File: src/design/matmul_pkg.sv
package matmul_pkg;

  ////////////////////////////////////////////////////////////////////////////
  // data and memory geometry
  ////////////////////////////////////////////////////////////////////////////

  localparam int DWIDTH     = 8;
  localparam int AWIDTH     = 15;
  localparam int MAT_SIZE   = 4;
  localparam int WORD_WIDTH = MAT_SIZE * DWIDTH;
  localparam int MEM_SIZE   = 32768;

  localparam logic [AWIDTH-1:0] ADDR_STEP = AWIDTH'(4);
  // one step before address 0, so the first increment wraps onto word 0
  localparam logic [AWIDTH-1:0] ADDR_IDLE = AWIDTH'(MEM_SIZE - 4);

  ////////////////////////////////////////////////////////////////////////////
  // phase lengths
  ////////////////////////////////////////////////////////////////////////////

  localparam int MAC_STAGES = 3;
  // memory latency + lane skew + hops across the grid + mac pipeline
  localparam int COMPUTE_CYCLES = 1 + (MAT_SIZE - 1) + (MAT_SIZE - 1) + MAC_STAGES;
  localparam int CNT_WIDTH  = 4;

  // last count of the load/drain phases and of the compute phase
  localparam logic [CNT_WIDTH-1:0] MAT_LAST     = CNT_WIDTH'(MAT_SIZE - 1);
  localparam logic [CNT_WIDTH-1:0] COMPUTE_LAST = CNT_WIDTH'(COMPUTE_CYCLES - 1);

  typedef enum logic [2:0] {
    ST_IDLE,
    ST_LOAD,
    ST_COMPUTE,
    ST_DRAIN,
    ST_DONE
  } ctrl_state_t;

endpackage

File: src/design/mac_unit.sv
`timescale 1ns/1ps

module mac_unit (
  input  logic                                clk,
  input  logic                                reset,
  input  logic                                i_clear,
  input  logic signed [matmul_pkg::DWIDTH-1:0] i_a,
  input  logic signed [matmul_pkg::DWIDTH-1:0] i_b,
  output logic signed [matmul_pkg::DWIDTH-1:0] o_acc
);

  logic signed [matmul_pkg::DWIDTH-1:0]   a_q;
  logic signed [matmul_pkg::DWIDTH-1:0]   b_q;
  logic signed [2*matmul_pkg::DWIDTH-1:0] product;
  logic signed [2*matmul_pkg::DWIDTH-1:0] prod_q;
  logic signed [matmul_pkg::DWIDTH-1:0]   prod_sat;
  logic                                   prod_fits;

  // full width signed product of the flopped operands
  assign product = $signed({{matmul_pkg::DWIDTH{a_q[matmul_pkg::DWIDTH-1]}}, a_q}) *
                   $signed({{matmul_pkg::DWIDTH{b_q[matmul_pkg::DWIDTH-1]}}, b_q});

  // fits in the narrow range when the sign and all upper bits agree
  assign prod_fits = (&prod_q[2*matmul_pkg::DWIDTH-1:matmul_pkg::DWIDTH-1]) |
                     ~(|prod_q[2*matmul_pkg::DWIDTH-1:matmul_pkg::DWIDTH-1]);

  always_comb begin
    if (prod_fits) begin
      prod_sat = prod_q[matmul_pkg::DWIDTH-1:0];
    end else if (prod_q[2*matmul_pkg::DWIDTH-1]) begin
      prod_sat = {1'b1, {(matmul_pkg::DWIDTH-1){1'b0}}};
    end else begin
      prod_sat = {1'b0, {(matmul_pkg::DWIDTH-1){1'b1}}};
    end
  end

  // operand flop, product flop, then accumulate modulo 2**DWIDTH
  always_ff @(posedge clk) begin
    if (reset || i_clear) begin
      a_q    <= '0;
      b_q    <= '0;
      prod_q <= '0;
      o_acc  <= '0;
    end else begin
      a_q    <= i_a;
      b_q    <= i_b;
      prod_q <= product;
      o_acc  <= o_acc + prod_sat;
    end
  end

endmodule

File: src/design/processing_element.sv
`timescale 1ns/1ps

module processing_element (
  input  logic                         clk,
  input  logic                         reset,
  input  logic                         i_clear,
  input  logic [matmul_pkg::DWIDTH-1:0] i_a,
  input  logic [matmul_pkg::DWIDTH-1:0] i_b,
  output logic [matmul_pkg::DWIDTH-1:0] o_a,
  output logic [matmul_pkg::DWIDTH-1:0] o_b,
  output logic [matmul_pkg::DWIDTH-1:0] o_c
);

  mac_unit u_mac (
    .clk     (clk),
    .reset   (reset),
    .i_clear (i_clear),
    .i_a     (i_a),
    .i_b     (i_b),
    .o_acc   (o_c)
  );

  // one hop to the right for a, one hop down for b
  always_ff @(posedge clk) begin
    if (reset) begin
      o_a <= '0;
      o_b <= '0;
    end else begin
      o_a <= i_a;
      o_b <= i_b;
    end
  end

endmodule

File: src/design/systolic_array.sv
`timescale 1ns/1ps

module systolic_array (
  input  logic                                    clk,
  input  logic                                    reset,
  input  logic                                    i_clear,
  input  logic [matmul_pkg::WORD_WIDTH-1:0]       i_a_lanes,
  input  logic [matmul_pkg::WORD_WIDTH-1:0]       i_b_lanes,
  output logic [matmul_pkg::MAT_SIZE*matmul_pkg::MAT_SIZE*matmul_pkg::DWIDTH-1:0] o_results
);

  // a_link[r][c] feeds the cell at (r, c); column MAT_SIZE is the far edge
  logic [matmul_pkg::DWIDTH-1:0] a_link [matmul_pkg::MAT_SIZE][matmul_pkg::MAT_SIZE+1];
  // b_link[r][c] feeds the cell at (r, c); row MAT_SIZE is the bottom edge
  logic [matmul_pkg::DWIDTH-1:0] b_link [matmul_pkg::MAT_SIZE+1][matmul_pkg::MAT_SIZE];

  genvar r;
  genvar c;

  ////////////////////////////////////////////////////////////////////////////
  // edge inputs
  ////////////////////////////////////////////////////////////////////////////

  for (r = 0; r < matmul_pkg::MAT_SIZE; r++) begin : g_left
    assign a_link[r][0] = i_a_lanes[r*matmul_pkg::DWIDTH +: matmul_pkg::DWIDTH];
  end

  for (c = 0; c < matmul_pkg::MAT_SIZE; c++) begin : g_top
    assign b_link[0][c] = i_b_lanes[c*matmul_pkg::DWIDTH +: matmul_pkg::DWIDTH];
  end

  ////////////////////////////////////////////////////////////////////////////
  // cell grid
  ////////////////////////////////////////////////////////////////////////////

  for (r = 0; r < matmul_pkg::MAT_SIZE; r++) begin : g_row
    for (c = 0; c < matmul_pkg::MAT_SIZE; c++) begin : g_col
      // operands that reach the far edge are not read by anything
      processing_element u_pe (
        .clk     (clk),
        .reset   (reset),
        .i_clear (i_clear),
        .i_a     (a_link[r][c]),
        .i_b     (b_link[r][c]),
        .o_a     (a_link[r][c+1]),
        .o_b     (b_link[r+1][c]),
        .o_c     (o_results[(r*matmul_pkg::MAT_SIZE + c)*matmul_pkg::DWIDTH +:
                            matmul_pkg::DWIDTH])
      );
    end
  end

endmodule

File: src/design/operand_feeder.sv
`timescale 1ns/1ps

module operand_feeder (
  input  logic                              clk,
  input  logic                              reset,
  input  logic                              i_fetch,
  input  logic [matmul_pkg::WORD_WIDTH-1:0] i_a_word,
  input  logic [matmul_pkg::WORD_WIDTH-1:0] i_b_word,
  output logic [matmul_pkg::WORD_WIDTH-1:0] o_a_lanes,
  output logic [matmul_pkg::WORD_WIDTH-1:0] o_b_lanes
);

  logic [matmul_pkg::WORD_WIDTH-1:0] a_gated;
  logic [matmul_pkg::WORD_WIDTH-1:0] b_gated;

  // memory words are only meaningful inside the read window
  assign a_gated = i_fetch ? i_a_word : '0;
  assign b_gated = i_fetch ? i_b_word : '0;

  genvar r;

  // lane r is held back r cycles to form the diagonal wavefront
  for (r = 0; r < matmul_pkg::MAT_SIZE; r++) begin : g_lane
    if (r == 0) begin : g_direct
      assign o_a_lanes[matmul_pkg::DWIDTH-1:0] = a_gated[matmul_pkg::DWIDTH-1:0];
      assign o_b_lanes[matmul_pkg::DWIDTH-1:0] = b_gated[matmul_pkg::DWIDTH-1:0];
    end else begin : g_delay
      logic [matmul_pkg::DWIDTH-1:0] a_dly [r];
      logic [matmul_pkg::DWIDTH-1:0] b_dly [r];

      always_ff @(posedge clk) begin
        if (reset) begin
          for (int s = 0; s < r; s++) begin
            a_dly[s] <= '0;
            b_dly[s] <= '0;
          end
        end else begin
          a_dly[0] <= a_gated[r*matmul_pkg::DWIDTH +: matmul_pkg::DWIDTH];
          b_dly[0] <= b_gated[r*matmul_pkg::DWIDTH +: matmul_pkg::DWIDTH];
          for (int s = 1; s < r; s++) begin
            a_dly[s] <= a_dly[s-1];
            b_dly[s] <= b_dly[s-1];
          end
        end
      end

      assign o_a_lanes[r*matmul_pkg::DWIDTH +: matmul_pkg::DWIDTH] = a_dly[r-1];
      assign o_b_lanes[r*matmul_pkg::DWIDTH +: matmul_pkg::DWIDTH] = b_dly[r-1];
    end
  end

endmodule

File: src/design/matmul_control.sv
`timescale 1ns/1ps

module matmul_control (
  input  logic                          clk,
  input  logic                          reset,
  input  logic                          i_start,
  output logic                          o_rd_en,
  output logic [matmul_pkg::AWIDTH-1:0] o_rd_addr,
  output logic                          o_fetch,
  output logic                          o_clear,
  output logic                          o_latch,
  output logic                          o_done
);

  matmul_pkg::ctrl_state_t              state;
  logic [matmul_pkg::CNT_WIDTH-1:0]     cnt;

  ////////////////////////////////////////////////////////////////////////////
  // phase sequencing and read address
  ////////////////////////////////////////////////////////////////////////////

  // dropping start aborts whatever phase is running
  always_ff @(posedge clk) begin
    if (reset || !i_start) begin
      state     <= matmul_pkg::ST_IDLE;
      cnt       <= '0;
      o_rd_addr <= matmul_pkg::ADDR_IDLE;
    end else begin
      case (state)
        matmul_pkg::ST_IDLE: begin
          state     <= matmul_pkg::ST_LOAD;
          cnt       <= '0;
          o_rd_addr <= o_rd_addr + matmul_pkg::ADDR_STEP;
        end
        matmul_pkg::ST_LOAD: begin
          if (cnt == matmul_pkg::MAT_LAST) begin
            state     <= matmul_pkg::ST_COMPUTE;
            cnt       <= '0;
            o_rd_addr <= matmul_pkg::ADDR_IDLE;
          end else begin
            cnt       <= cnt + 1'b1;
            o_rd_addr <= o_rd_addr + matmul_pkg::ADDR_STEP;
          end
        end
        matmul_pkg::ST_COMPUTE: begin
          if (cnt == matmul_pkg::COMPUTE_LAST) begin
            state <= matmul_pkg::ST_DRAIN;
            cnt   <= '0;
          end else begin
            cnt <= cnt + 1'b1;
          end
        end
        matmul_pkg::ST_DRAIN: begin
          if (cnt == matmul_pkg::MAT_LAST) begin
            state <= matmul_pkg::ST_DONE;
            cnt   <= '0;
          end else begin
            cnt <= cnt + 1'b1;
          end
        end
        // hold until start falls
        matmul_pkg::ST_DONE: begin
          state <= matmul_pkg::ST_DONE;
        end
        default: begin
          state <= matmul_pkg::ST_IDLE;
        end
      endcase
    end
  end

  // memory data arrives one cycle after the read
  always_ff @(posedge clk) begin
    if (reset) begin
      o_fetch <= 1'b0;
    end else begin
      o_fetch <= o_rd_en;
    end
  end

  assign o_rd_en = (state == matmul_pkg::ST_LOAD);
  assign o_clear = !i_start;
  // pulse on the last compute cycle once every accumulator holds its final value
  assign o_latch = (state == matmul_pkg::ST_COMPUTE) && (cnt == matmul_pkg::COMPUTE_LAST);
  assign o_done  = (state == matmul_pkg::ST_DONE);

endmodule

File: src/design/result_drain.sv
`timescale 1ns/1ps

module result_drain (
  input  logic                              clk,
  input  logic                              reset,
  input  logic                              i_latch,
  input  logic [matmul_pkg::MAT_SIZE*matmul_pkg::MAT_SIZE*matmul_pkg::DWIDTH-1:0] i_results,
  output logic [matmul_pkg::WORD_WIDTH-1:0] o_c_word,
  output logic [matmul_pkg::AWIDTH-1:0]     o_c_addr,
  output logic                              o_c_valid
);

  logic [matmul_pkg::WORD_WIDTH-1:0]         columns [matmul_pkg::MAT_SIZE];
  logic [$clog2(matmul_pkg::MAT_SIZE)-1:0]   col;

  // regroup the row-major grid into column words, row r in lane r
  always_ff @(posedge clk) begin
    if (i_latch) begin
      for (int c = 0; c < matmul_pkg::MAT_SIZE; c++) begin
        for (int r = 0; r < matmul_pkg::MAT_SIZE; r++) begin
          columns[c][r*matmul_pkg::DWIDTH +: matmul_pkg::DWIDTH] <=
            i_results[(r*matmul_pkg::MAT_SIZE + c)*matmul_pkg::DWIDTH +: matmul_pkg::DWIDTH];
        end
      end
    end
  end

  // unload sequencer steps one column per cycle
  always_ff @(posedge clk) begin
    if (reset) begin
      o_c_valid <= 1'b0;
      col       <= '0;
      o_c_addr  <= '0;
    end else if (i_latch) begin
      o_c_valid <= 1'b1;
      col       <= '0;
      o_c_addr  <= '0;
    end else if (o_c_valid) begin
      col      <= col + 1'b1;
      o_c_addr <= o_c_addr + matmul_pkg::ADDR_STEP;
      if (&col) begin
        o_c_valid <= 1'b0;
      end
    end
  end

  assign o_c_word = columns[col];

endmodule

File: src/design/matmul_4x4.sv
`timescale 1ns/1ps

module matmul_4x4 (
  input  logic                              clk,
  input  logic                              reset,
  input  logic                              i_start,
  input  logic [matmul_pkg::WORD_WIDTH-1:0] i_a_word,
  input  logic [matmul_pkg::WORD_WIDTH-1:0] i_b_word,
  output logic                              o_rd_en,
  output logic [matmul_pkg::AWIDTH-1:0]     o_rd_addr,
  output logic [matmul_pkg::WORD_WIDTH-1:0] o_c_word,
  output logic [matmul_pkg::AWIDTH-1:0]     o_c_addr,
  output logic                              o_c_valid,
  output logic                              o_done
);

  logic                              fetch;
  logic                              clear;
  logic                              latch;
  logic [matmul_pkg::WORD_WIDTH-1:0] a_lanes;
  logic [matmul_pkg::WORD_WIDTH-1:0] b_lanes;
  logic [matmul_pkg::MAT_SIZE*matmul_pkg::MAT_SIZE*matmul_pkg::DWIDTH-1:0] results;

  matmul_control u_control (
    .clk       (clk),
    .reset     (reset),
    .i_start   (i_start),
    .o_rd_en   (o_rd_en),
    .o_rd_addr (o_rd_addr),
    .o_fetch   (fetch),
    .o_clear   (clear),
    .o_latch   (latch),
    .o_done    (o_done)
  );

  operand_feeder u_feeder (
    .clk       (clk),
    .reset     (reset),
    .i_fetch   (fetch),
    .i_a_word  (i_a_word),
    .i_b_word  (i_b_word),
    .o_a_lanes (a_lanes),
    .o_b_lanes (b_lanes)
  );

  systolic_array u_array (
    .clk       (clk),
    .reset     (reset),
    .i_clear   (clear),
    .i_a_lanes (a_lanes),
    .i_b_lanes (b_lanes),
    .o_results (results)
  );

  result_drain u_drain (
    .clk       (clk),
    .reset     (reset),
    .i_latch   (latch),
    .i_results (results),
    .o_c_word  (o_c_word),
    .o_c_addr  (o_c_addr),
    .o_c_valid (o_c_valid)
  );

endmodule

File: config.mk
export PLATFORM = sky130hd
export DESIGN_NAME = matmul_4x4
export DESIGN_NICKNAME = d
export VERILOG_FILES = /design/src/design/matmul_pkg.sv /design/src/design/mac_unit.sv /design/src/design/processing_element.sv /design/src/design/systolic_array.sv /design/src/design/operand_feeder.sv /design/src/design/matmul_control.sv /design/src/design/result_drain.sv /design/src/design/matmul_4x4.sv
export SDC_FILE = /design/constraint.sdc
export NUM_CORES = 2
export LEC_CHECK = 0
export ABC_AREA = 0
export BUFFER_PORTS_ARGS = -buffer_cell sky130_fd_sc_hd__buf_2
export CORE_MARGIN = 5
export CORE_UTILIZATION = 39
export CTS_BUF_LIST = sky130_fd_sc_hd__clkbuf_4
export DETAILED_ROUTE_END_ITERATION = 10
export SLEW_MARGIN = 20
export SYNTH_ARGS = -nofsm -noshare
export SYNTH_HDL_FRONTEND = slang
export SYNTH_SLANG_ARGS = --single-unit
File: constraint.sdc
create_clock -name clk -period 11.4 [get_ports clk]
set_clock_uncertainty 0.1 [all_clocks]
set_input_delay 1.14 -clock clk [delete_from_list [all_inputs] [get_ports clk]]
set_output_delay 1.14 -clock clk [all_outputs]
set_load 0.02 [all_outputs]
==> run summary <==
crit-path max FO: 8
Post-Route WL: 171.2 mm
Synth Register Bits: 1095
DRT iter0 DRCs: 2162
most instantiated cells after synthesis: inv_1, and2_1, dfxtp_1
gpl congestion: 0.8712
FP Rows: 162
Cell Area, Placed: 79800 um^2
global-route usage over all layers: 0.1718
drt wl/cell: 15.84 um
die span in x: 452.2 um
cell count after synthesis: 7568
WP data arrival: 5.66 ns
status: completed
Setup crit end kind: flop
EDFF count, synth: 128
CTS resizes: 0
die height: 452.2 um
CTS Sinks: 1095
DP HPWL: 134.2 mm
Layout Utilization: 0.4330
vias per cell: 4.727
top cell type's share of synthesized area: 0.2539
Mapped Area: 76250 um^2
CTS Buf Count: 314
worst r2r src: u_array.g_row[0].g_col[2].u_pe.u_mac.b_q[2]$_SDFF_PP0_
Final Hold Viols: 0
Die ar.: 204400 um^2
largest cells by area after synthesis: dfxtp_1, fa_1, ha_1
Initial DRT Pass Iterations: 5
Final min period: 4.629 ns
post-CTS setup buffer count: 0
cell with the most instances after synthesis: inv_1
CP Data Required Time: 12.43 ns
Peak supply drop: 0.07360 mV
Achievable Freq: 216.0 MHz
Yosys top cell by area: dfxtp_1
final worst path period share: 0.4061
Synth Area in Adders: 0.3306
Worst Tran Pin Value: 0.9983 ns
Tot Pwr: 7.775 mW
initial antenna violation count: 19
ys async rst share: 0
I/O pins: 132
via count: 51091
post-layout instance area: 84350 um^2
I/O Buffers: 127
Lkg Pwr: 39.76 nW
share of layout cells above drive strength 1: 0.08655
Area growth syn-to-layout: 10.62%
complex-gate fraction of the synthesized area: 0.06480
ys flop type: dfxtp_1
CTS Buffer Depth: 4
number of H-tree levels: 5
Critical Path Start: u_array.g_row[0].g_col[2].u_pe.u_mac.b_q[2]$_SDFF_PP0_
DRC: 0
post-synthesis simple-gate area fraction: 0.1834
endpoints failing setup: 0
CP Launch Type: flop
root buf cell: clkbuf_4
Synth Area in XOR/XNOR: 0.02975
Max Slew Vio Count: 0
Routed met1 length: 74.91 mm
CTS tree: yes
metal3 WL: 6.754 mm
FF-to-FF path depth: 14
met2 wire len: 84.85 mm
total number of yosys warnings: 0
Initial Util: 0.3914
Overflow after GRT: 0
Layout Nets: 9494
mux contribution to synthesized area: 0.01570
setup TNS: 0 ns
core area: 194800 um^2
Reg clk slew, reported paths: 0.07 ns
CP endpoint: u_array.g_row[0].g_col[2].u_pe.u_mac.prod_q[15]$_SDFF_PP0_
pin count of the biggest net entering global routing: 167
vias in the first global route: 54989
RSZ-0062 raised after global routing: no
Tightest Hold Check Type: in -> reg
PD cells: 92.18 nW/um^2
Distinct cells, synth: 66
Slew Limit Headroom: 0.3345
reg2reg setup slack: 6.77 ns
largest family of logic cells by synthesized area: adder cells
post-route ant nets: 0
CP Class: reg -> reg
Max Used Layer: met5
RR Endpoint: u_array.g_row[0].g_col[2].u_pe.u_mac.prod_q[15]$_SDFF_PP0_
first-pass GRT wire length: 284.8 mm
Worst-Skew Late Latency: 1.29 ns
Max Cap Viol: 0
post-synthesis area per instance: 10.08 um^2
sequential fraction of the synthesis area: 0.3043
flip-flops by register name (all words and copies together) (netlist names), 2 cells and up, named ones only:
name and cells:
u_array.g_row.g_col.u_pe.u_mac.b_q 128, u_array.g_row.g_col.u_pe.u_mac.o_acc 128, u_array.g_row.g_col.u_pe.u_mac.prod_q 256, u_array.g_row.g_col.u_pe.o_a 96
u_control.cnt 4, u_array.g_row.g_col.u_pe.o_b 96, u_drain.col 2, u_drain.o_c_addr 13
u_control.state 3, u_control.o_rd_addr 13, u_drain.columns 128, u_feeder.g_lane.g_delay.a_dly 48
u_array.g_row.g_col.u_pe.u_mac.a_q 128, u_feeder.g_lane.g_delay.b_dly 48
worst min-delay path by stage:
stage | slack [ns] | depth (start not counted) | to | startpoint
floorplan | 0.31 | 1 | u_array.g_row[0].g_col[3].u_pe.u_mac.a_q[0]$_SDFF_PP0_ | u_array.g_row[0].g_col[2].u_pe.o_a[0]$_SDFF_PP0_
global placement | 0.31 | 1 | u_array.g_row[1].g_col[3].u_pe.u_mac.a_q[1]$_SDFF_PP0_ | u_array.g_row[1].g_col[2].u_pe.o_a[1]$_SDFF_PP0_
detailed placement | 0.31 | 1 | u_array.g_row[3].g_col[3].u_pe.u_mac.b_q[0]$_SDFF_PP0_ | u_array.g_row[2].g_col[3].u_pe.o_b[0]$_SDFF_PP0_
CTS | 0.03 | 2 | u_feeder.g_lane[1].g_delay.a_dly[0][2]$_SDFF_PP0_ | i_a_word[10]
global route | 0.03 | 2 | u_feeder.g_lane[1].g_delay.a_dly[0][2]$_SDFF_PP0_ | i_a_word[10]
finish | 0.19 | 2 | u_feeder.g_lane[1].g_delay.a_dly[0][2]$_SDFF_PP0_ | i_a_word[10]
power breakdown:
group          internal, mW  switching [mW]  leakage, nW  total, mW
Sequential             3.91          0.0153         9.01       3.92
Clock                  1.98            1.70         2.35       3.68
Combinational        0.0605           0.112         28.4      0.173
Total                  5.95            1.83         39.8       7.78
cell usage in the layout (no fill, tap or decap), types with 16 or more instances in the layout:
master	synthesis	final
inv_1	1307	1306
and2_1	1076	1076
dfxtp_1	967	965
fa_1	896	896
ha_1	581	581
clkbuf_4	0	432
nor2b_1	359	357
nand2_1	337	337
nor2_1	265	265
xnor2_1	194	194
o21a_1	183	183
a21oi_1	145	145
edfxtp_1	128	128
buf_2	19	125
nor3_1	120	120
o21ai_0	105	105
a21o_1	68	68
xor2_1	65	65
clkinv_1	0	59
nand2b_1	59	58
dlygate4sd3_1	0	57
nor4_1	55	55
nand3_1	55	55
and3_1	46	46
nand4_1	44	44
mux4_2	32	32
or3_1	32	32
o21bai_1	32	32
a31oi_1	28	28
clkinv_2	0	25
mux2i_1	24	24
mux2_2	21	21
diode_2	0	16
o21ai_1	16	16
routing by layer:
| metal | vias to the layer above | GRT usage |
|---|---|---|
| met2 | 833 | 0.3006 |
| met1 | 25151 | 0.2152 |
| li1 | 24812 | - |
| met5 | - | 0 |
| met4 | 4 | 0.05600 |
| met3 | 291 | 0.02994 |
metrics by stage:
stage                     setup slack [ns]  std cells  hold WS, ns
after floorplan                      7.098       7571       0.3057
after global placement               6.847      10201       0.3085
after detailed placement             6.790      10201       0.3112
after CTS                            6.619      10793      0.03047
after global routing                 6.487      10801      0.02728
final                                6.771      10809       0.1890
timing repair:
item | in CTS | in global routing
setup endpoints to repair | 0 | 0
hold buffers | 57 | 0
hold endpoints to repair | 73 | 0
critical path, stage by stage, from the launching register on:
cell	delay [ns]
dfxtp_1	0.51
nand2_1	0.20
fa_1	0.64
fa_1	0.53
inv_1	0.05
fa_1	0.47
inv_1	0.05
fa_1	0.47
inv_1	0.04
ha_1	0.29
inv_1	0.09
a2111oi_2	0.53
nor3_1	0.14
o2111a_1	0.25
a21o_1	0.14
cell type report:
type / count / area, um^2
clock buffer: 432 / 3243
clock inverter: 103 / 691.9
timing repair buffer: 197 / 1340
inverter: 1307 / 4911
tap: 2624 / 3283
antenna: 16 / 40.04
sequential: 1095 / 23210
multi-input combinational: 5035 / 47630
fill: 19008 / 110400
kinds of logic (layout without fill, tap and decap cells):
logic type | Yosys count | after routing
and+or+nand+nor | 2495 | 2495
adders and majority gates | 1477 | 1477
buffers and inverters | 1441 | 2039
DFF | 1095 | 1095
AOI/OAI and AO/OA | 723 | 723
xor gates and xnor gates | 259 | 259
muxes | 77 | 77
other | 1 | 20
Note: power is estimated with default switching activity, not from simulation.
